## config.mk

```make
export PLATFORM = sky130hd
export DESIGN_NAME = dct_odd_part_flat
export DESIGN_NICKNAME = d
export VERILOG_FILES = /design/src/hw/dct_coef_pkg.sv /design/src/hw/dct_types_pkg.sv /design/src/hw/dct_butterfly_if.sv /design/src/hw/dct_odd_part.sv /design/src/flat_wrapper.sv
export VERILOG_INCLUDE_DIRS = /design/src /design/src/hw
export SDC_FILE = /design/constraint.sdc
export NUM_CORES = 2
export LEC_CHECK = 0
export ABC_AREA = 1
export BUFFER_PORTS_ARGS = -buffer_cell sky130_fd_sc_hd__buf_2
export CAP_MARGIN = 10
export CORE_UTILIZATION = 40
export DETAILED_ROUTE_END_ITERATION = 8
export HOLD_SLACK_MARGIN = 0.03
export SETUP_SLACK_MARGIN = 0.2
export SLEW_MARGIN = 20
export SYNTH_ARGS = -nofsm -noshare
export SYNTH_HDL_FRONTEND = slang
export SYNTH_SLANG_ARGS = --single-unit
```

## constraint.sdc

```tcl
create_clock -name clk -period 0.9 [get_ports clk]
set_input_delay 0.18 -clock clk [delete_from_list [all_inputs] [get_ports clk]]
set_output_delay 0.18 -clock clk [all_outputs]
set_load 0.1 [all_outputs]
```

## src/hw/dct_cfg.svh

```systemverilog
// row DCT sizing macros, included by the packages and every RTL file that sizes a vector
`ifndef DCT_CFG_SVH
`define DCT_CFG_SVH

// samples per image row
`define DCT_POINTS 16

// butterfly pairs n and points-1-n
`define DCT_PAIRS (`DCT_POINTS / 2)

// unsigned pixel sample
`define DCT_SAMPLE_W 8

// integer cosine constant, scaled by about 23
`define DCT_COEF_W 7

// signed output coefficient
`define DCT_OUT_W 11

// arithmetic right shift before the output cut
`define DCT_FRAC_SHIFT 6

// accumulator, wide enough for 16 samples at full weight
`define DCT_ACC_W 20

`endif

```

## src/hw/dct_coef_pkg.sv

```systemverilog
// integer cosine table and weight rule of the row DCT, imported by the even and odd parts
`include "dct_cfg.svh"

package dct_coef_pkg;

    typedef logic [`DCT_COEF_W-1:0] cos_t;
    // index 0 to points inclusive
    typedef logic [$clog2(`DCT_POINTS + 1)-1:0] cos_idx_t;

    // C[j] ~ cos(j*pi/32) * 23, C[0] is the dc weight
    localparam cos_t cos_table [`DCT_POINTS + 1] = '{
        16, 23, 22, 22, 21, 20, 19, 17, 16, 14, 13, 11, 9, 7, 4, 2, 0
    };

    // signed weight of sample n in coefficient k
    // only called with constant arguments, so it folds away in synthesis
    function automatic int cos_weight(input int k, input int n);
        int       m;
        cos_idx_t idx;
        // phase in units of pi/32, one full turn is 64
        m = ((2 * n + 1) * k) % (4 * `DCT_POINTS);
        // cosine is even around a full turn
        if (m > 2 * `DCT_POINTS) begin
            m = 4 * `DCT_POINTS - m;
        end
        // past a quarter turn the cosine goes negative
        if (m > `DCT_POINTS) begin
            idx = cos_idx_t'(2 * `DCT_POINTS - m);
            return -int'(cos_table[idx]);
        end
        idx = cos_idx_t'(m);
        return int'(cos_table[idx]);
    endfunction

endpackage

```

## src/hw/dct_types_pkg.sv

```systemverilog
// data-path vector types of the row DCT stages, imported by the interface and RTL modules
`include "dct_cfg.svh"

package dct_types_pkg;

    // one unsigned input pixel
    typedef logic [`DCT_SAMPLE_W-1:0] sample_t;

    // first butterfly, pair sum or difference
    typedef logic signed [`DCT_SAMPLE_W:0] bfly1_t;
    // second butterfly on the sums
    typedef logic signed [`DCT_SAMPLE_W+1:0] bfly2_t;
    // third butterfly on the second-stage sums
    typedef logic signed [`DCT_SAMPLE_W+2:0] bfly3_t;

    // weighted sum before the output cut
    typedef logic signed [`DCT_ACC_W-1:0] acc_t;
    typedef logic signed [`DCT_OUT_W-1:0] coef_out_t;

    // x[0] sits in the top byte
    typedef logic [`DCT_POINTS*`DCT_SAMPLE_W-1:0] row_in_t;
    // X[0] sits in the top field
    typedef logic [`DCT_POINTS*`DCT_OUT_W-1:0] row_out_t;

    // shift right by the fraction and keep the low output bits
    // same as taking bits 16 down to 6 of the sum
    function automatic coef_out_t scale_out(input acc_t acc);
        return coef_out_t'(acc >>> `DCT_FRAC_SHIFT);
    endfunction

endpackage

```

## src/hw/dct_butterfly_if.sv

```systemverilog
// first-stage butterfly bundle, driven by the input butterfly and read by the even and odd parts
`timescale 1ns/1ps
`include "dct_cfg.svh"

interface dct_butterfly_if;
    import dct_types_pkg::*;

    // high for one cycle when sums and diffs hold a new row
    logic   valid;

    // x[n] + x[15-n], never negative
    // held as a 9 bit pattern, readers widen it with zeros
    bfly1_t sums  [`DCT_PAIRS];

    // x[n] - x[15-n], true signed value
    bfly1_t diffs [`DCT_PAIRS];

    // input butterfly side
    modport src (
        output valid,
        output sums,
        output diffs
    );

    // even and odd part side
    modport dst (
        input valid,
        input sums,
        input diffs
    );

endinterface

```

## src/hw/dct_odd_part.sv

```systemverilog
// odd DCT half: builds X[1], X[3] .. X[15] from the pair differences and registers them
`timescale 1ns/1ps
`include "dct_cfg.svh"

module dct_odd_part (
    input  logic                     clk,
    input  logic                     arst_n,
    dct_butterfly_if.dst             bfly,
    output dct_types_pkg::coef_out_t odd_coefs [`DCT_PAIRS]
);
    import dct_types_pkg::*;
    import dct_coef_pkg::*;

    // index j holds X[2j+1]
    acc_t acc_odd [`DCT_PAIRS];

    // for odd k the mirror sample carries the negated weight
    // so each coefficient is a dot product over the eight diffs
    //
    // every weight is plus or minus an odd table entry
    //   X[1]  leans on C[1], C[3] .. C[15]
    //   X[15] uses the same set in reverse with alternating sign
    //
    // weights are fixed numbers after unrolling
    // each product becomes a small shift-add tree
    always_comb begin
        for (int j = 0; j < `DCT_PAIRS; j++) begin
            acc_odd[j] = '0;
            for (int n = 0; n < `DCT_PAIRS; n++) begin
                // diffs are signed, widen with the sign
                acc_odd[j] = acc_odd[j]
                           + acc_t'(cos_weight(2 * j + 1, n)) * acc_t'(bfly.diffs[n]);
            end
        end
    end

    // largest magnitude is 8 * 255 * 23
    // that stays inside 17 bits, well under the accumulator width

    // loads on the same strobe as the even half
    // the even half owns the output valid
    always_ff @(posedge clk or negedge arst_n) begin
        if (!arst_n) begin
            for (int j = 0; j < `DCT_PAIRS; j++) begin
                odd_coefs[j] <= '0;
            end
        end else if (bfly.valid) begin
            for (int j = 0; j < `DCT_PAIRS; j++) begin
                // shift by 6, keep 11 bits
                odd_coefs[j] <= scale_out(acc_odd[j]);
            end
        end
    end

endmodule

```

## src/flat_wrapper.sv

```systemverilog
// flat-port wrapper written by rule: the top's interface ports become plain ports
module dct_odd_part_flat import dct_types_pkg::*; import dct_coef_pkg::*;
  (clk, arst_n, odd_coefs, bfly_valid, bfly_sums, bfly_diffs);
  dct_butterfly_if bfly_i ();
  input  logic clk;
  input  logic arst_n;
  output dct_types_pkg::coef_out_t odd_coefs[`DCT_PAIRS];
  input wire logic [$bits(bfly_i.valid)-1:0] bfly_valid;
  input wire logic [$bits(bfly_i.sums)-1:0] bfly_sums;
  input wire logic [$bits(bfly_i.diffs)-1:0] bfly_diffs;
  assign bfly_i.valid = bfly_valid;
  assign bfly_i.sums = {>>{bfly_sums}};
  assign bfly_i.diffs = {>>{bfly_diffs}};
  dct_odd_part u_core (.clk(clk), .arst_n(arst_n), .bfly(bfly_i), .odd_coefs(odd_coefs));
endmodule
```

==> flow_summary.toml <==
[sta]
slew-limit-headroom_pct = 54.2
worst_pin_slew_ps = 680
fmax_mhz = 128
finalSetupViolations = 176
min_period_over_period_pct = 865
clock_skew_ps = 0
grt_setup_unrepaired = "true"
timing.hold.ws_ps = -321
drv_slew = 0
fin_ws_ps = -6890
fin_crit_ps = 7790
hold_viol_final = 39

[clock_network]
cts_tree = "built"
numCtsBuffers = 9
ctsRootBufferMaster = "clkbuf_16"
clkTransAtPathRegs_ps = 100
htree_levels = 3
cts.sinks = 88
clockBufferDepth = 2
clk_latency_ps = 460

[layout]
top_register = "u_core.odd_coefs"
top_regs = "u_core.odd_coefs (88)"
final_cell_mix = "1914 x inv_1, 1803 x buf_4, 1065 x fa_1"
nNetsFinal = 11308
nFillCells = 13512
mostFrequentLayoutCell = "inv_1"
syn2layout_area_growth_pct = 44.4
fin_util_pct = 58.2
largest_register_ffs = 88
drive_above_1_share_pct = 36.2

[grt]
track_usage_pct = 37.5
grt_pass1_wl_um = 398000
grt_pass1_vias = 55416
overflow = 0
antenna_found_initial = 4
grt_max_degree = 29

[routing]
drtPass1Iterations = 5
routed-via-count = 52984
via_per_inst = 4.87
drc_errors = 0
wl_um = 281000
drtAntennaViolNets = 0
drt_iter0_markers = 3818
routedWlPerCell_um = 25.8

[logic_synthesis]
synth_seq_area_share_pct = 3.65
postSynth.asyncResetShare_pct = 100
syn_nets = 9200
synth_edf_count = 0
syn_area_sq_um = 60300
yosys_warnings = 0
synth_cells = 6746
synth_ff_type = "dfrtp_1"
ys_ff_latch = 88
ys_types = 56
avgSynthCellArea_sq_um = 8.93

[setup_path]
critical_path_class = "in -> reg"
rr_endpoint = "u_core.odd_coefs[61]"
critPathCaptureType = "flop"
crit_top_cell = "fa_1"
worstPathMaxFanout = 5
regToRegStartpoint = "u_core.odd_coefs[61]"
slowest_delay_ps = 520
required_ps = 1260
cp.arrival_ps = 8150
cp-startpoint = "bfly_diffs[57]"
r2r_setup_slack_ps = 50
crit_path_top_delay_cell = "fa_1"
r2r_cells = 2
startpoint_type = "primary input"

[floorplanning]
io_pins = 235
row_count = 142
die_h_um = 390
coreArea_sq_um = 150000
die_w_um = 390
initial_core_util_pct = 40.3
die_area_sq_um = 152000

[run_status]
status = "finished, violations left"
violations = "hold timing, setup timing"

[place]
hpwlAfterDp_um = 253000
gp_congestion = 1.06
io_buffers = 162

[worst_hold_path]
hold_class = "in -> async"

[job]
drv_cap = 0
==> cells in the mapped netlist, drive strengths merged (2+ instances only) <==
library cell / instances / area, sq um
o31ai: 11 / 92.6
ha: 1159 / 14500
clkbuf: 20 / 75.1
o2111ai: 2 / 17.5
buf: 13 / 80.1
nand3b: 6 / 45.0
nor4: 3 / 18.8
clkinv: 2 / 8.75
o21a: 4 / 30.0
nor2: 107 / 412
a31oi: 28 / 181
a21oi: 347 / 1750
nand3: 144 / 746
or2: 23 / 144
a211oi: 11 / 82.6
a31o: 5 / 43.8
o21bai: 43 / 327
xnor2: 196 / 1720
fa: 1148 / 23000
a21o: 22 / 165
o21ai: 211 / 1070
inv: 2093 / 7860
nand2: 695 / 2630
o211ai: 9 / 72.6
nand4: 19 / 119
dfrtp: 88 / 2200
nor3: 22 / 110
xor2: 307 / 2700
and3: 2 / 12.5
==> metrics by stage <==
step | instance area (sq um) | setup TNS [ps] | setup slack, ps | cells | hold WS [ps]
3_5_place_dp | 81400 | -608740 | -7670 | 10738 | 155
6_report | 87000 | -579430 | -6890 | 10878 | -321
2_1_floorplan | 62600 | -488240 | -6640 | 6746 | -116
5_1_grt | 87000 | -595580 | -7230 | 10877 | -343
3_3_place_gp | 81400 | -604720 | -7620 | 10738 | 158
4_1_cts | 84900 | -575450 | -6800 | 10828 | -369
==> how the worst max path moves through the flow <==
stage                           end  slack [ps]  cells after the start
2_1_floorplan  u_core.odd_coefs[43]       -6640                     41
3_3_place_gp   u_core.odd_coefs[43]       -7620                     48
3_5_place_dp   u_core.odd_coefs[27]       -7670                     37
4_1_cts        u_core.odd_coefs[42]       -6800                     44
5_1_grt        u_core.odd_coefs[43]       -7230                     50
6_report       u_core.odd_coefs[42]       -6890                     45
==> repair_timing <==
item,in CTS,in global routing
endpoints found under the setup margin,176,176
endpoints found under the hold margin,88,82
resized for setup,601,420
pin swaps,312,351
setup buffers,74,47
gates cloned,0,0
==> critical path: cells and delay by family <==
kind / cells / cell delay [ps]
AOI/OAI and AO/OA: 6 / 650
xor gates and xnor gates: 2 / 290
adders and majority gates: 13 / 4930
buffers and inverters: 13 / 1190
and+or+nand+nor: 11 / 880
==> cells by family after synthesis <==
kind of cell               share of synthesized area (%)
adders and majority gates                           62.2
AOI/OAI and AO/OA                                   6.45
xor gates and xnor gates                            7.34
DFF                                                 3.65
and+or+nand+nor                                     7.03
buffers and inverters                               13.3
==> metal layers <==
layer	routed length, um	vias to the layer above	global-route usage, %	share of wire, %
met5	0	-	0	0
met4	18600	0	20.1	6.6
met3	16600	350	4.44	5.9
met2	120000	1645	56.5	43
met1	125000	26467	52.7	45
li1	-	24522	-	-
==> final cells by class <==
| class | instances | area, sq um | area share (%) |
|---|---|---|---|
| multi-input combinational | 4530 | 55400 | 63.6 |
| antenna | 3 | 7.51 | 0.00863 |
| sequential | 88 | 2530 | 2.91 |
| clock inverter | 6 | 65.1 | 0.0748 |
| inverter | 2095 | 7990 | 9.19 |
| clock buffer | 10 | 239 | 0.275 |
| tap | 2016 | 2520 | 2.90 |
| timing repair buffer | 2130 | 18300 | 21.0 |
Power is not shown: default switching activity piles up to over one toggle a cycle in this logic, so the estimate is an artifact.
