**config.mk**
```make
export PLATFORM = sky130hd
export DESIGN_NAME = dct_even_part_flat
export DESIGN_NICKNAME = d
export VERILOG_FILES = /design/src/hw/dct_coef_pkg.sv /design/src/hw/dct_types_pkg.sv /design/src/hw/dct_butterfly_if.sv /design/src/hw/dct_even_part.sv /design/src/flat_wrapper.sv
export VERILOG_INCLUDE_DIRS = /design/src /design/src/hw
export SDC_FILE = /design/constraint.sdc
export NUM_CORES = 1
export LEC_CHECK = 0
export ABC_CLOCK_PERIOD_IN_PS = 860
export BUFFER_PORTS_ARGS = -buffer_cell sky130_fd_sc_hd__buf_2
export CAP_MARGIN = 30
export CORE_ASPECT_RATIO = 1.4
export CORE_UTILIZATION = 35
export CTS_BUF_LIST = sky130_fd_sc_hd__clkbuf_2
export CTS_CLUSTER_SIZE = 16
export DETAILED_ROUTE_END_ITERATION = 8
export PLACE_DENSITY = 0.64
export SLEW_MARGIN = 10
export SYNTH_ARGS = -nofsm -noshare
export SYNTH_HDL_FRONTEND = slang
export SYNTH_SLANG_ARGS = --single-unit
```
**constraint.sdc**
```tcl
create_clock -name clk -period 0.86 [get_ports clk]
set_input_delay 0.172 -clock clk [delete_from_list [all_inputs] [get_ports clk]]
set_output_delay 0.172 -clock clk [all_outputs]
set_load 0.02 [all_outputs]
```
**src/hw/dct_cfg.svh**
```systemverilog
// row DCT sizing macros, included by the packages and every RTL file that sizes a vector
`ifndef DCT_CFG_SVH
`define DCT_CFG_SVH

// samples per image row
`define DCT_POINTS 16

// butterfly pairs n and points-1-n
`define DCT_PAIRS (`DCT_POINTS / 2)

// unsigned pixel sample
`define DCT_SAMPLE_W 8

// integer cosine constant, scaled by about 23
`define DCT_COEF_W 7

// signed output coefficient
`define DCT_OUT_W 11

// arithmetic right shift before the output cut
`define DCT_FRAC_SHIFT 6

// accumulator, wide enough for 16 samples at full weight
`define DCT_ACC_W 20

`endif

```
**src/hw/dct_coef_pkg.sv**
```systemverilog
// integer cosine table and weight rule of the row DCT, imported by the even and odd parts
`include "dct_cfg.svh"

package dct_coef_pkg;

    typedef logic [`DCT_COEF_W-1:0] cos_t;
    // index 0 to points inclusive
    typedef logic [$clog2(`DCT_POINTS + 1)-1:0] cos_idx_t;

    // C[j] ~ cos(j*pi/32) * 23, C[0] is the dc weight
    localparam cos_t cos_table [`DCT_POINTS + 1] = '{
        16, 23, 22, 22, 21, 20, 19, 17, 16, 14, 13, 11, 9, 7, 4, 2, 0
    };

    // signed weight of sample n in coefficient k
    // only called with constant arguments, so it folds away in synthesis
    function automatic int cos_weight(input int k, input int n);
        int       m;
        cos_idx_t idx;
        // phase in units of pi/32, one full turn is 64
        m = ((2 * n + 1) * k) % (4 * `DCT_POINTS);
        // cosine is even around a full turn
        if (m > 2 * `DCT_POINTS) begin
            m = 4 * `DCT_POINTS - m;
        end
        // past a quarter turn the cosine goes negative
        if (m > `DCT_POINTS) begin
            idx = cos_idx_t'(2 * `DCT_POINTS - m);
            return -int'(cos_table[idx]);
        end
        idx = cos_idx_t'(m);
        return int'(cos_table[idx]);
    endfunction

endpackage

```
**src/hw/dct_types_pkg.sv**
```systemverilog
// data-path vector types of the row DCT stages, imported by the interface and RTL modules
`include "dct_cfg.svh"

package dct_types_pkg;

    // one unsigned input pixel
    typedef logic [`DCT_SAMPLE_W-1:0] sample_t;

    // first butterfly, pair sum or difference
    typedef logic signed [`DCT_SAMPLE_W:0] bfly1_t;
    // second butterfly on the sums
    typedef logic signed [`DCT_SAMPLE_W+1:0] bfly2_t;
    // third butterfly on the second-stage sums
    typedef logic signed [`DCT_SAMPLE_W+2:0] bfly3_t;

    // weighted sum before the output cut
    typedef logic signed [`DCT_ACC_W-1:0] acc_t;
    typedef logic signed [`DCT_OUT_W-1:0] coef_out_t;

    // x[0] sits in the top byte
    typedef logic [`DCT_POINTS*`DCT_SAMPLE_W-1:0] row_in_t;
    // X[0] sits in the top field
    typedef logic [`DCT_POINTS*`DCT_OUT_W-1:0] row_out_t;

    // shift right by the fraction and keep the low output bits
    // same as taking bits 16 down to 6 of the sum
    function automatic coef_out_t scale_out(input acc_t acc);
        return coef_out_t'(acc >>> `DCT_FRAC_SHIFT);
    endfunction

endpackage

```
**src/hw/dct_butterfly_if.sv**
```systemverilog
// first-stage butterfly bundle, driven by the input butterfly and read by the even and odd parts
`timescale 1ns/1ps
`include "dct_cfg.svh"

interface dct_butterfly_if;
    import dct_types_pkg::*;

    // high for one cycle when sums and diffs hold a new row
    logic   valid;

    // x[n] + x[15-n], never negative
    // held as a 9 bit pattern, readers widen it with zeros
    bfly1_t sums  [`DCT_PAIRS];

    // x[n] - x[15-n], true signed value
    bfly1_t diffs [`DCT_PAIRS];

    // input butterfly side
    modport src (
        output valid,
        output sums,
        output diffs
    );

    // even and odd part side
    modport dst (
        input valid,
        input sums,
        input diffs
    );

endinterface

```
**src/hw/dct_even_part.sv**
```systemverilog
// even DCT half: builds X[0], X[2] .. X[14] from the pair sums and registers them with the strobe
`timescale 1ns/1ps
`include "dct_cfg.svh"

module dct_even_part (
    input  logic                     clk,
    input  logic                     arst_n,
    dct_butterfly_if.dst             bfly,
    output logic                     even_valid,
    output dct_types_pkg::coef_out_t even_coefs [`DCT_PAIRS]
);
    import dct_types_pkg::*;
    import dct_coef_pkg::*;

    // second butterfly, pairs n and 7-n of the sums
    bfly2_t sum2  [`DCT_PAIRS / 2];
    bfly2_t diff2 [`DCT_PAIRS / 2];
    // third butterfly, pairs n and 3-n of sum2
    bfly3_t sum3  [`DCT_PAIRS / 4];
    bfly3_t diff3 [`DCT_PAIRS / 4];
    // fourth butterfly, feeds X[0] and X[8]
    acc_t   dc_sum;
    acc_t   dc_diff;
    // weighted sums, index j holds X[2j]
    acc_t   acc_even [`DCT_PAIRS];

    // sum paths never go negative, so they widen with zeros
    // diff paths are true signed values and widen with the sign
    always_comb begin
        for (int n = 0; n < `DCT_PAIRS / 2; n++) begin
            sum2[n]  = bfly2_t'($unsigned(bfly.sums[n]))
                     + bfly2_t'($unsigned(bfly.sums[`DCT_PAIRS - 1 - n]));
            diff2[n] = bfly2_t'($unsigned(bfly.sums[n]))
                     - bfly2_t'($unsigned(bfly.sums[`DCT_PAIRS - 1 - n]));
        end
    end

    always_comb begin
        for (int n = 0; n < `DCT_PAIRS / 4; n++) begin
            sum3[n]  = bfly3_t'($unsigned(sum2[n]))
                     + bfly3_t'($unsigned(sum2[`DCT_PAIRS / 2 - 1 - n]));
            diff3[n] = bfly3_t'($unsigned(sum2[n]))
                     - bfly3_t'($unsigned(sum2[`DCT_PAIRS / 2 - 1 - n]));
        end
    end

    // last butterfly done at full width
    // sum3 reaches 2040 and needs the zero msb
    assign dc_sum  = acc_t'($unsigned(sum3[0])) + acc_t'($unsigned(sum3[1]));
    assign dc_diff = acc_t'($unsigned(sum3[0])) - acc_t'($unsigned(sum3[1]));

    always_comb begin
        // X[0] and X[8], single weight of 16
        acc_even[0] = acc_t'(cos_weight(0, 0)) * dc_sum;
        acc_even[4] = acc_t'(cos_weight(8, 0)) * dc_diff;

        // X[4] and X[12], rotation by C[4] and C[12]
        acc_even[2] = acc_t'(cos_weight(4, 0)) * acc_t'(diff3[0])
                    + acc_t'(cos_weight(4, 1)) * acc_t'(diff3[1]);
        acc_even[6] = acc_t'(cos_weight(12, 0)) * acc_t'(diff3[0])
                    + acc_t'(cos_weight(12, 1)) * acc_t'(diff3[1]);

        // X[2], X[6], X[10], X[14] from the second-stage diffs
        // weights are C[2], C[6], C[10], C[14] with rule signs
        for (int m = 0; m < `DCT_PAIRS / 2; m++) begin
            acc_even[2 * m + 1] = '0;
            for (int n = 0; n < `DCT_PAIRS / 2; n++) begin
                acc_even[2 * m + 1] = acc_even[2 * m + 1]
                                    + acc_t'(cos_weight(4 * m + 2, n)) * acc_t'(diff2[n]);
            end
        end
    end

    // output strobe, also serves the odd half
    always_ff @(posedge clk or negedge arst_n) begin
        if (!arst_n) begin
            even_valid <= 1'b0;
        end else begin
            even_valid <= bfly.valid;
        end
    end

    // coefficients read zero until the first row lands
    always_ff @(posedge clk or negedge arst_n) begin
        if (!arst_n) begin
            for (int j = 0; j < `DCT_PAIRS; j++) begin
                even_coefs[j] <= '0;
            end
        end else if (bfly.valid) begin
            for (int j = 0; j < `DCT_PAIRS; j++) begin
                even_coefs[j] <= scale_out(acc_even[j]);
            end
        end
    end

endmodule

```
**src/flat_wrapper.sv**
```systemverilog
// flat-port wrapper written by rule: the top's interface ports become plain ports
module dct_even_part_flat import dct_types_pkg::*; import dct_coef_pkg::*;
  (clk, arst_n, even_valid, even_coefs, bfly_valid, bfly_sums, bfly_diffs);
  dct_butterfly_if bfly_i ();
  input  logic clk;
  input  logic arst_n;
  output logic even_valid;
  output dct_types_pkg::coef_out_t even_coefs[`DCT_PAIRS];
  input wire logic [$bits(bfly_i.valid)-1:0] bfly_valid;
  input wire logic [$bits(bfly_i.sums)-1:0] bfly_sums;
  input wire logic [$bits(bfly_i.diffs)-1:0] bfly_diffs;
  assign bfly_i.valid = bfly_valid;
  assign bfly_i.sums = {>>{bfly_sums}};
  assign bfly_i.diffs = {>>{bfly_diffs}};
  dct_even_part u_core (.clk(clk), .arst_n(arst_n), .bfly(bfly_i), .even_valid(even_valid), .even_coefs(even_coefs));
endmodule
```
==> impl_metrics.yaml <==
critical_path:
  r2r_cells: 2
  reg2reg_setup_slack_ps: -20
  path_class: "in -> reg"
  regToRegEndpoint: "u_core.even_coefs[47]"
  critical_path.most_common_cell: "fa_1"
  r2r-start: "u_core.even_coefs[47]"
  crit_required_ps: 1640
  path_max_fanout: 3
  cpPeakStageDelay_ps: 590
  critical_path.slowest_cell: "fa_1"
  endpoint_kind: "flop"
  cp.arrival_ps: 8010
  startpoint_type: "input port"
clock_network:
  numCtsBuffers: 9
  cts_tree: "built"
  clock_sinks: 87
  cts-root-buf: "clkbuf_2"
  cts_buffer_depth: 2
  clock_latency_ps: 840
  cts-htree-levels: 3
  path_clk_slew_ps: 340
synthesis:
  yosysUniqueCellTypes: 82
  synthArstFlopShare_pct: 100
  synthMostInstantiatedCell: "inv_1"
  syn_nets: 4115
  ys_seq_elements: 87
  synth_top_cells_by_area: "ha_1 29%, fa_1 22%, inv_1 10%"
  synth_top_area_share_pct: 28.9
  syn_area_per_cell_um2: 9.05
  yosysTopAreaCell: "ha_1"
  ys.warnings.count: 0
  synth_edf_count: 0
  syn_area_um2: 27400
  seq_area_frac_synth_pct: 7.93
  synthTopCellsByCount: "735 x inv_1, 634 x ha_1, 303 x fa_1"
  ys.flop_type: "dfrtp_1"
  syn_inst: 3031
die:
  io_pins: 236
  start_util_pct: 35.3
  die_w_um: 239
  core_area_um2: 77700
  die_height_um: 333
  num_rows: 121
  dieArea_um2: 79500
drt:
  vias: 24481
  avgRoutedWirePerCell_um: 17.7
  initialDrtViolationCount: 760
  ant_nets: 0
  via_per_inst: 4.76
  drc_errors: 0
  wl_um: 91100
  drt-pass1-iter-count: 5
layout:
  nNetsFinal: 5174
  fillCellCount: 6568
  area_delta_synth_final_pct: 53.8
  drive_gt1_share_pct: 44.6
placement:
  place_ws_ps: -7440
  place.gp.congestion: 0.902
  io_buffers: 162
  post-dp-hpwl_um: 74700
sta:
  skew_ps: 0
  finalSetupViolations: 261
  rsz0062_at_grt: "true"
  worstMarginPinSlew_ps: 902
  post-route-period-util_pct: 840
  slew_headroom_pct: 39.7
  worst_slack_ps: -6370
  finalHoldViolCount: 0
  period_minus_slack_ps: 7230
  max_freq_mhz: 138
  finalMaxSlewViolations: 0
outcome:
  status: "complete, but fails checks"
  violations: "negative setup slack"
hold_path:
  worstHoldPathCells: 2
  hold_end: "u_core.even_valid"
  hold_path_class: "in -> reg"
  hold_start: "bfly_valid"
grt:
  grt_pass1_vias: 25813
  grt-ovfl-total: 0
  grt_pass1_wl_um: 137000
  grt_max_degree: 36
  antenna_found_initial: 4
  track_usage_pct: 22.4
run:
  cap_violations: 0
cell families (layout without fill, tap and decap cells):
family | Yosys count | in the layout | synth area share [%]
other | 1 | 5 | 0.0137
buffers and inverters | 761 | 1825 | 10.4
adder cells (fa/ha/maj) | 937 | 937 | 51.0
AO/OA/AOI/OAI | 491 | 491 | 11.7
XOR/XNOR | 302 | 302 | 9.69
flip-flops | 87 | 87 | 7.93
AND/OR/NAND/NOR | 398 | 398 | 7.04
multiplexers | 54 | 54 | 2.20
what timing repair did:
action	4_1_cts	5_1_grt
setup endpoints to repair	174	261
pin swaps	281	243
buffers inserted	59	54
hold buffers	3	0
hold endpoints to repair	171	0
gates resized for setup	419	359
area by class of cell:
class                           instances  area [µm²]  share of cell area, %
Clock buffer                           10        50.0                  0.119
Multi-Input combinational cell       2183       27300                   64.8
Tap cell                             1045        1310                   3.10
Clock inverter                          6        80.1                  0.190
Antenna cell                            4        10.0                 0.0237
Inverter                              737        2820                   6.68
Sequential cell                        87        2180                   5.16
Timing Repair Buffer                 1072        8420                   19.9
routing by layer:
metal | wire length [µm] | GRT usage, % | vias up | part of all wire, %
met2 | 48500 | 42.7 | 465 | 53
met4 | 8220 | 16.0 | 0 | 9.0
met3 | 2130 | 2.04 | 240 | 2.3
li1 | - | - | 11850 | -
met5 | 0 | 0 | - | 0
met1 | 32200 | 22.5 | 11926 | 35
critical path, delay by kind of cell:
family	cells	cell delay [ps]
fa+ha+maj	11	4510
compound gates	11	2080
xor+xnor	3	420
simple gates	3	420
buf+inv	5	370
layout by cell type, fill, tap and decap left out, types with 23 or more instances in the layout:
cell and count:
buf_4 814, inv_1 651, ha_1 478, fa_1 279, ha_4 146, xnor2_1 138, buf_2 121, buf_6 112
nor2_1 99, dfrtp_1 85, a21oi_2 81, inv_2 75, nand2_1 70, a21oi_1 70, xnor2_2 65, xor2_1 55
a21o_1 42, o21bai_1 41, nor3_1 32, o21ai_2 29, xnor2_4 28, o21ai_0 27, nor2_2 26, nor2b_1 26
mux2_4 26, a21oi_4 25, mux2_2 25, o21ai_1 24, fa_2 24, o21a_1 23
worst max-delay path by stage:
stage / startpoint / endpoint / slack, ps / cells after the start
after floorplan: bfly_sums[28] / u_core.even_coefs[9] / -6720 / 30
after global placement: bfly_sums[28] / u_core.even_coefs[9] / -7330 / 34
after detailed placement: bfly_sums[28] / u_core.even_coefs[9] / -7440 / 34
after CTS: bfly_sums[28] / u_core.even_coefs[10] / -6100 / 34
after global routing: bfly_sums[28] / u_core.even_coefs[10] / -6520 / 33
final: bfly_sums[28] / u_core.even_coefs[10] / -6370 / 33
sequential cells by signal, indices dropped and copies added, names as in the netlist:
register and count:
u_core.even_valid 1, u_core.even_coefs 86
through the flow:
step | setup TNS (ps) | std cells | utilization [%] | hold WS (ps) | area (µm²)
2_1_floorplan | -393090 | 3031 | - | -124 | 28800
3_3_place_gp | -465360 | 5038 | 47.9 | 71.3 | 37200
3_5_place_dp | -470930 | 5038 | 47.9 | 70.9 | 37200
4_1_cts | -465310 | 5106 | 51.7 | 6.69 | 40100
5_1_grt | -492200 | 5144 | 54.3 | 56.0 | 42200
6_report | -467570 | 5144 | 54.3 | 91.1 | 42200
Power is left out: the tool's default activity adds up to more than one toggle a clock period on the data nets, which glitch-free logic cannot reach.
