## src/hw/dct_cfg.svh

```systemverilog
// row DCT sizing macros, included by the packages and every RTL file that sizes a vector
`ifndef DCT_CFG_SVH
`define DCT_CFG_SVH

// samples per image row
`define DCT_POINTS 16

// butterfly pairs n and points-1-n
`define DCT_PAIRS (`DCT_POINTS / 2)

// unsigned pixel sample
`define DCT_SAMPLE_W 8

// integer cosine constant, scaled by about 23
`define DCT_COEF_W 7

// signed output coefficient
`define DCT_OUT_W 11

// arithmetic right shift before the output cut
`define DCT_FRAC_SHIFT 6

// accumulator, wide enough for 16 samples at full weight
`define DCT_ACC_W 20

`endif

```

## src/hw/dct_types_pkg.sv

```systemverilog
// data-path vector types of the row DCT stages, imported by the interface and RTL modules
`include "dct_cfg.svh"

package dct_types_pkg;

    // one unsigned input pixel
    typedef logic [`DCT_SAMPLE_W-1:0] sample_t;

    // first butterfly, pair sum or difference
    typedef logic signed [`DCT_SAMPLE_W:0] bfly1_t;
    // second butterfly on the sums
    typedef logic signed [`DCT_SAMPLE_W+1:0] bfly2_t;
    // third butterfly on the second-stage sums
    typedef logic signed [`DCT_SAMPLE_W+2:0] bfly3_t;

    // weighted sum before the output cut
    typedef logic signed [`DCT_ACC_W-1:0] acc_t;
    typedef logic signed [`DCT_OUT_W-1:0] coef_out_t;

    // x[0] sits in the top byte
    typedef logic [`DCT_POINTS*`DCT_SAMPLE_W-1:0] row_in_t;
    // X[0] sits in the top field
    typedef logic [`DCT_POINTS*`DCT_OUT_W-1:0] row_out_t;

    // shift right by the fraction and keep the low output bits
    // same as taking bits 16 down to 6 of the sum
    function automatic coef_out_t scale_out(input acc_t acc);
        return coef_out_t'(acc >>> `DCT_FRAC_SHIFT);
    endfunction

endpackage

```

## src/hw/dct_butterfly_if.sv

```systemverilog
// first-stage butterfly bundle, driven by the input butterfly and read by the even and odd parts
`timescale 1ns/1ps
`include "dct_cfg.svh"

interface dct_butterfly_if;
    import dct_types_pkg::*;

    // high for one cycle when sums and diffs hold a new row
    logic   valid;

    // x[n] + x[15-n], never negative
    // held as a 9 bit pattern, readers widen it with zeros
    bfly1_t sums  [`DCT_PAIRS];

    // x[n] - x[15-n], true signed value
    bfly1_t diffs [`DCT_PAIRS];

    // input butterfly side
    modport src (
        output valid,
        output sums,
        output diffs
    );

    // even and odd part side
    modport dst (
        input valid,
        input sums,
        input diffs
    );

endinterface

```

## src/hw/dct_input_butterfly.sv

```systemverilog
// first DCT stage: slices a row into samples and registers the pair sums and differences
`timescale 1ns/1ps
`include "dct_cfg.svh"

module dct_input_butterfly (
    input  logic                   clk,
    input  logic                   arst_n,
    input  logic                   in_valid,
    input  dct_types_pkg::row_in_t in_row,
    dct_butterfly_if.src           bfly
);
    import dct_types_pkg::*;

    // unpacked samples, x[0] from the top byte
    sample_t samples [`DCT_POINTS];
    // combinational butterfly results
    bfly1_t  sum_d   [`DCT_PAIRS];
    bfly1_t  diff_d  [`DCT_PAIRS];

    always_comb begin
        for (int i = 0; i < `DCT_POINTS; i++) begin
            samples[i] = in_row[(`DCT_POINTS - 1 - i) * `DCT_SAMPLE_W +: `DCT_SAMPLE_W];
        end
    end

    // pair n with its mirror 15-n
    always_comb begin
        for (int n = 0; n < `DCT_PAIRS; n++) begin
            // one extra bit so 255 + 255 keeps its carry
            sum_d[n]  = bfly1_t'({1'b0, samples[n]} + {1'b0, samples[`DCT_POINTS - 1 - n]});
            // same width, the borrow lands in the sign bit
            diff_d[n] = bfly1_t'({1'b0, samples[n]} - {1'b0, samples[`DCT_POINTS - 1 - n]});
        end
    end

    // strobe follows the input by one cycle
    always_ff @(posedge clk or negedge arst_n) begin
        if (!arst_n) begin
            bfly.valid <= 1'b0;
        end else begin
            bfly.valid <= in_valid;
        end
    end

    // butterfly data only moves on a strobe
    always_ff @(posedge clk) begin
        if (in_valid) begin
            for (int n = 0; n < `DCT_PAIRS; n++) begin
                bfly.sums[n]  <= sum_d[n];
                bfly.diffs[n] <= diff_d[n];
            end
        end
    end

endmodule

```

## src/flat_wrapper.sv

```systemverilog
// flat-port wrapper written by rule: the top's interface ports become plain ports
module dct_input_butterfly_flat import dct_types_pkg::*;
  (clk, arst_n, in_valid, in_row, bfly_valid, bfly_sums, bfly_diffs);
  dct_butterfly_if bfly_i ();
  input  logic clk;
  input  logic arst_n;
  input  logic in_valid;
  input  dct_types_pkg::row_in_t in_row;
  output wire logic [$bits(bfly_i.valid)-1:0] bfly_valid;
  output wire logic [$bits(bfly_i.sums)-1:0] bfly_sums;
  output wire logic [$bits(bfly_i.diffs)-1:0] bfly_diffs;
  assign bfly_valid = bfly_i.valid;
  assign bfly_sums = {>>{bfly_i.sums}};
  assign bfly_diffs = {>>{bfly_i.diffs}};
  dct_input_butterfly u_core (.clk(clk), .arst_n(arst_n), .in_valid(in_valid), .in_row(in_row), .bfly(bfly_i));
endmodule
```

## config.mk

```make
export PLATFORM = sky130hd
export DESIGN_NAME = dct_input_butterfly_flat
export DESIGN_NICKNAME = d
export VERILOG_FILES = /design/src/hw/dct_types_pkg.sv /design/src/hw/dct_butterfly_if.sv /design/src/hw/dct_input_butterfly.sv /design/src/flat_wrapper.sv
export VERILOG_INCLUDE_DIRS = /design/src /design/src/hw
export SDC_FILE = /design/constraint.sdc
export NUM_CORES = 1
export LEC_CHECK = 0
export BUFFER_PORTS_ARGS = -buffer_cell sky130_fd_sc_hd__buf_2
export CORE_MARGIN = 5
export CORE_UTILIZATION = 48
export DETAILED_ROUTE_END_ITERATION = 10
export GPL_TIMING_DRIVEN = 1
export MAX_ROUTING_LAYER = met4
export PLACE_DENSITY = 0.81
export SLEW_MARGIN = 20
export SYNTH_ARGS = -nofsm -noshare
export SYNTH_HDL_FRONTEND = slang
export SYNTH_SLANG_ARGS = --single-unit
```

## constraint.sdc

```tcl
create_clock -name clk -period 0.8 [get_ports clk]
set_input_delay 0.08 -clock clk [delete_from_list [all_inputs] [get_ports clk]]
set_output_delay 0.08 -clock clk [all_outputs]
set_load 0.01 [all_outputs]
```

==> flow_metrics.env, run 1 <==
export IMPL_final_area_sq_um=16600
export IMPL_tightest_slew_ps=318
export IMPL_cts_sinks=137
export IMPL_hold_ws_ps=44.1
export IMPL_avgSynthCellArea_sq_um=10.7
export IMPL_max_slew_margin_pct=78.6
export IMPL_synthArstFlopShare_pct=0.730
export IMPL_core_area_sq_um=19500
export IMPL_die_h_microns=150
export IMPL_peakVddDrop_uv=1370
export IMPL_crit_path_end_kind="register"
export IMPL_ant_nets=0
export IMPL_cts_tree="done"
export IMPL_syn_to_final_growth_pct=75.2
export IMPL_synthFlopType="edfxtp_1"
export IMPL_fin_tns_setup_ps=-64160
export IMPL_finalPower_mw=28.8
export IMPL_die_x_microns=150
export IMPL_hold_class="input port to register"
export IMPL_first_global_vias=9228
export IMPL_grt_pass1_wl_microns=46400
export IMPL_min_from="in_row[49]"
export IMPL_num_fill_cells=903
export IMPL_worst_slack_ps=-657
export IMPL_place_area_sq_um=14200
export IMPL_drt_pass1_iter_count=7
export IMPL_ys_types=46
export IMPL_clk_pin_slew_ps=60
export IMPL_crit_required_ps=1060
export IMPL_final_net_count=1701
export IMPL_grt_max_degree=32
export IMPL_cts_inserted_buffers=17
export IMPL_dpl_hpwl_microns=20800
export IMPL_post_synth_top_count_cell="edfxtp_1"
export IMPL_yosysWarnings=0
export IMPL_io_buffer_count=275
export IMPL_start_util_pct=48.6
export IMPL_htree_levels=4
export IMPL_netlist_area_sq_um=9460
export IMPL_wire_per_inst_microns=19.6
export IMPL_cts_root_buffer="clkbuf_16"
export IMPL_synth_ff_latch_count=137
export IMPL_rows=51
export IMPL_io_pins=276
export IMPL_critPathMaxFanout=2
export IMPL_wirelength_microns=33500
export IMPL_fmaxAchievable_mhz=686
export IMPL_synthCells=881
export IMPL_grt_setup_unrepaired="yes"
export IMPL_synth_area_top_cells="edfxtp_1, ha_1, inv_1"
export IMPL_criticalPathCategory="input port to register"
export IMPL_grt_usage_pct=27.2
export IMPL_grt_overflow=0
export IMPL_route_detailed_drc=0
export IMPL_violations="setup timing"
export IMPL_drt_iter0_drc=594
export IMPL_final_util_pct=85.2
export IMPL_viasPerCell=5.27
export IMPL_antenna_found_initial=5
export IMPL_synth_edff_count=136
export IMPL_startpoint_type="input port"
export IMPL_drive_gt1_share_pct=61.6
export IMPL_power_leakage_nw=7.45
export IMPL_synth_top_cell_area_share_pct=43.2
export IMPL_vias=9002
export IMPL_gp_congestion=0.931
export IMPL_yosysSeqAreaShare_pct=43.4
export IMPL_synth_common_cells="edfxtp_1, inv_1, ha_1"
export IMPL_status="finished, violations left"
export IMPL_finalCriticalPeriod_ps=1460
export IMPL_die_area_sq_um=22600
export IMPL_synthesis_nets=1156
export IMPL_setup_violations_final=254
export IMPL_cap_violations=0
export IMPL_crit_arrival_ps=1720
export IMPL_period_share_pct=182
export IMPL_synth_area_leader_cell="edfxtp_1"
export IMPL_clockBufferDepth=2
export IMPL_hold_viol_final=0
export IMPL_drv_slew=0
export IMPL_startpoint="in_row[112]"
export IMPL_p_per_area_nw_per_um2=1740
## worst max-delay path, stage by stage
cell	delay (ps)
buf_12	110
inv_12	40
ha_4	120
inv_2	40
fa_2	400
a21oi_2	150
nor2_2	60
a311o_2	340
a21o_1	210
a21oi_2	160
## final timing paths
path / endpoint / slack (ps) / depth (start not counted)
max: u_core.bfly.diffs[62] / -660 / 10
max in group asynchronous: u_core.bfly.valid / 190 / 3
min in group asynchronous: u_core.bfly.valid / 500 / 3
min: u_core.bfly.sums[10] / 40 / 2
## cells in the final DEF, fill, tap and decap left out, types with 14 or more instances in the layout
cell type and count:
buf_6 85, clkbuf_16 17, buf_4 224, nor2_2 22
edfxtp_1 136, xnor2_1 37, nand2b_4 18, a21oi_1 21
inv_1 75, buf_12 20, xnor2_2 16, fa_2 16
a221o_1 15, inv_2 19, a21oi_2 27, buf_8 14
nand2b_1 17, ha_4 55, buf_2 216, inv_8 14
nor2_1 46, ha_1 68, xor2_1 22
## where the power goes
group	leakage (nW)	switching [mW]	internal, mW
sequential	1.34	0.388	9.31
combinational	5.81	5.18	5.38
clock	0.295	3.06	5.49
## layer usage
layer	vias up	part of all wire (%)	track usage, %	wire length [microns]
li1	4125	-	-	-
met1	4318	33	27.3	11100
met2	434	54	50.0	18200
met3	125	7.3	5.87	2450
met4	0	5.3	12.8	1770
met5	-	0	-	0
## stage by stage
stage,cells,setup WS [ps]
after floorplan,881,-776
after global placement,1615,-1050
after detailed placement,1615,-1070
after CTS,1684,-516
after global routing,1708,-675
final,1708,-657
## final cells by class
| type | instances | area (sq um) | area share, % |
|---|---|---|---|
| timing repair buffer | 562 | 4360 | 26.3 |
| multi-input combinational | 574 | 6360 | 38.4 |
| clock buffer | 18 | 429 | 2.59 |
| antenna | 5 | 12.5 | 0.0755 |
| inverter | 134 | 773 | 4.66 |
| sequential | 137 | 4110 | 24.8 |
| clock inverter | 13 | 203 | 1.22 |
| tap | 265 | 332 | 2.00 |
## cell families after synthesis
logic type / after synthesis / share of synthesized area [%]
AO/OA/AOI/OAI: 174 / 12.0
adder cells (fa/ha/maj): 144 / 20.3
buffers and inverters: 170 / 7.42
multiplexers: 5 / 0.529
AND/OR/NAND/NOR: 174 / 9.19
flip-flops: 137 / 43.4
XOR/XNOR: 77 / 7.13
## state kept, by name, indices dropped and copies added (netlist names)
| signal | cells |
|---|---|
| u_core.bfly.diffs | 70 |
| u_core.bfly.valid | 1 |
| u_core.bfly.sums | 66 |
## repair_timing
action / 4_1_cts / 5_1_grt
endpoints found under the setup margin: 260 / 252
endpoints found under the hold margin: 2 / 0
pin swaps: 153 / 96
gates cloned: 0 / 0
setup buffers: 49 / 32
hold buffers: 3 / 0
resized for setup: 190 / 133
(Power assumes the default switching activity.)
==> run 2, diff against run 1 <==
--- a/config.mk
+++ b/config.mk
@@ -6,9 +6,10 @@
 export SDC_FILE = /design/constraint.sdc
 export NUM_CORES = 1
 export LEC_CHECK = 0
+export ABC_AREA = 1
 export BUFFER_PORTS_ARGS = -buffer_cell sky130_fd_sc_hd__buf_2
 export CORE_MARGIN = 5
-export CORE_UTILIZATION = 48
+export CORE_UTILIZATION = 49
 export DETAILED_ROUTE_END_ITERATION = 10
 export GPL_TIMING_DRIVEN = 1
 export MAX_ROUTING_LAYER = met4
==> run 2 against run 1 <==
The flow still finishes with violations (setup timing). Clock power shrank 11%. Critical path depth shrank 1. Sequential power shrank 1%. Total power shrank 2.8%. Die area grew 4.4%. Sequential share of layout area shrank 0.63 points. Design area grew 2.6%. Global-route usage shrank 1.5 points. Critical path type unchanged. Critical endpoint is now u_core.bfly.diffs[56]. Largest cell class unchanged. Highest routed layer unchanged.
==> flow_metrics.env, run 2 <==
export IMPL_status="finished, violations left"
export IMPL_violations="setup timing"
export IMPL_critPathMaxFanout=2
export IMPL_grt_pass1_wl_microns=48000
export IMPL_hold_class="input port to register"
export IMPL_final_area_sq_um=17000
export IMPL_synthFlopType="edfxtp_1"
export IMPL_hold_ws_ps=44.6
export IMPL_final_common_cell="nand2_1"
export IMPL_synth_edff_count=136
export IMPL_synth_area_top_cells="edfxtp_1, ha_1, nand2_1"
export IMPL_htree_levels=4
export IMPL_setup_violations_final=242
export IMPL_syn_to_final_growth_pct=68.1
export IMPL_period_share_pct=142
export IMPL_crit_required_ps=980
export IMPL_cap_violations=0
export IMPL_tightest_slew_ps=412
export IMPL_io_buffer_count=275
export IMPL_synth_common_cells="nand2_1, inv_1, edfxtp_1"
export IMPL_core_area_sq_um=20300
export IMPL_final_net_count=1964
export IMPL_final_cell_mix="nand2_1, buf_4, buf_2, inv_1, edfxtp_1"
export IMPL_drive_gt1_share_pct=58.8
export IMPL_worst_slack_ps=-336
export IMPL_synthesis_nets=1463
export IMPL_die_h_microns=154
export IMPL_p_per_area_nw_per_um2=1650
export IMPL_cp_common_cell="buf_6"
export IMPL_ant_nets=0
export IMPL_criticalPathCategory="input port to register"
export IMPL_cts_root_buffer="clkbuf_16"
export IMPL_num_fill_cells=1009
export IMPL_gp_congestion=0.922
export IMPL_wire_per_inst_microns=18.5
export IMPL_slowest_stage="fa_2"
export IMPL_clk_pin_slew_ps=70
export IMPL_route_detailed_drc=0
export IMPL_wirelength_microns=36500
export IMPL_critPathMaxStageDelay_ps=390
export IMPL_synth_top_cell_area_share_pct=40.3
export IMPL_drv_slew=0
export IMPL_io_pins=276
export IMPL_dp_slack_ps=-764
export IMPL_top_register="u_core.bfly.diffs"
export IMPL_crit_path_end_kind="register"
export IMPL_grt_setup_unrepaired="yes"
export IMPL_finalCriticalPeriod_ps=1140
export IMPL_vias=10218
export IMPL_startpoint_type="input port"
export IMPL_synth_area_leader_cell="edfxtp_1"
export IMPL_grt_usage_pct=25.7
export IMPL_first_global_vias=10033
export IMPL_die_area_sq_um=23600
export IMPL_yosysWarnings=0
export IMPL_dpl_hpwl_microns=22000
export IMPL_die_x_microns=154
export IMPL_synthCells=1188
export IMPL_netlist_area_sq_um=10100
export IMPL_crit_arrival_ps=1320
export IMPL_peakVddDrop_uv=1360
export IMPL_cts_sinks=137
export IMPL_cts_tree="done"
export IMPL_start_util_pct=49.9
export IMPL_largestRegisters="u_core.bfly.diffs x70, u_core.bfly.sums x66, u_core.bfly.valid x1"
export IMPL_antenna_found_initial=2
export IMPL_largest_reg_flops=70
export IMPL_clockBufferDepth=2
export IMPL_yosysSeqAreaShare_pct=40.6
export IMPL_grt_overflow=0
export IMPL_fmaxAchievable_mhz=880
export IMPL_place_area_sq_um=14000
export IMPL_grt_max_degree=35
export IMPL_drt_pass1_iter_count=5
export IMPL_avgSynthCellArea_sq_um=8.52
export IMPL_cts_inserted_buffers=17
export IMPL_ys_types=22
export IMPL_viasPerCell=5.18
export IMPL_hold_viol_final=0
export IMPL_drt_iter0_drc=544
export IMPL_max_slew_margin_pct=72.6
export IMPL_path_cells="buf_12 -> inv_12 -> ha_4 -> inv_4 -> fa_2 -> buf_4 -> buf_6 -> buf_6 -> xor2_2"
export IMPL_synth_ff_latch_count=137
export IMPL_post_synth_top_count_cell="nand2_1"
export IMPL_power_leakage_nw=8.34
export IMPL_fin_tns_setup_ps=-43380
export IMPL_synthArstFlopShare_pct=0.730
export IMPL_rows=52
## run 2: cell count changes after synthesis, moves of 13 or more
cell,delta
buf_4,+13
nor3_1,-16
nand2_1,+356
inv_2,+20
o21ai_0,-22
o21a_1,-14
nor2_1,-31
nand2b_1,-35
a21o_1,-13
xnor2_1,-37
a221o_1,-15
clkbuf_1,-13
nand3_1,+66
inv_1,+95
## run 2: repair_timing
| action | 4_1_cts | 5_1_grt |
|---|---|---|
| buffers inserted | 26 | 43 |
| hold buffers | 3 | 0 |
| gates resized for setup | 296 | 251 |
| pin swaps | 168 | 176 |
| hold endpoints to repair | 2 | 0 |
| setup endpoints to repair | 252 | 242 |
## run 2: cell type report
cell class / instances / area (sq um) / area share (%)
repair buffers: 514 / 4000 / 23.5
multi-input cells: 770 / 6810 / 40.0
inverters: 249 / 1190 / 7.01
clock inverters: 13 / 130 / 0.765
flip-flops and latches: 137 / 4110 / 24.2
diodes: 2 / 5.00 / 0.0294
well taps: 270 / 338 / 1.99
clock buffers: 18 / 429 / 2.52
## run 2: per-stage QoR
step,instances,total power [mW],util (%)
CTS,1933,26.3,77.9
global route,1973,29.2,83.8
global placement,1874,17.5,69.0
detailed placement,1874,17.8,69.0
floorplan,1188,14.2,-
finish,1973,28.0,83.8
## run 2: path summary, 6_finish.rpt
path | end | slack [ps] | depth (start not counted) | startpoint
max | u_core.bfly.diffs[56] | -340 | 9 | in_row[112]
min | u_core.bfly.sums[37] | 40 | 2 | in_row[97]
max in group asynchronous | u_core.bfly.valid | 190 | 3 | arst_n
min in group asynchronous | u_core.bfly.valid | 510 | 3 | arst_n
## run 2: logic make-up after synthesis
kind of cell	after synthesis	synth area share, %
AO/OA/AOI/OAI	76	4.40
buffers and inverters	281	11.7
AND/OR/NAND/NOR	502	20.1
XOR/XNOR	48	4.15
adder cells (fa/ha/maj)	144	19.0
flip-flops	137	40.6
## run 2: where the power goes
group	internal, mW	switching, mW	total (mW)
registers	9.24	0.343	9.58
logic	5.00	5.77	10.8
clock network	4.55	3.10	7.65
## run 2: critical path: cells and delay by family
family                     cells  cell delay (ps)
xor gates and xnor gates       1              170
adders and majority gates      2              510
buffers and inverters          6              540
## run 2: per-layer routing
metal,track usage (%),vias to the layer above,wire length [microns]
met4,11.0,0,2100
met5,-,-,0
met3,5.56,161,2480
li1,-,4709,-
met2,46.9,502,19600
met1,26.5,4846,12300
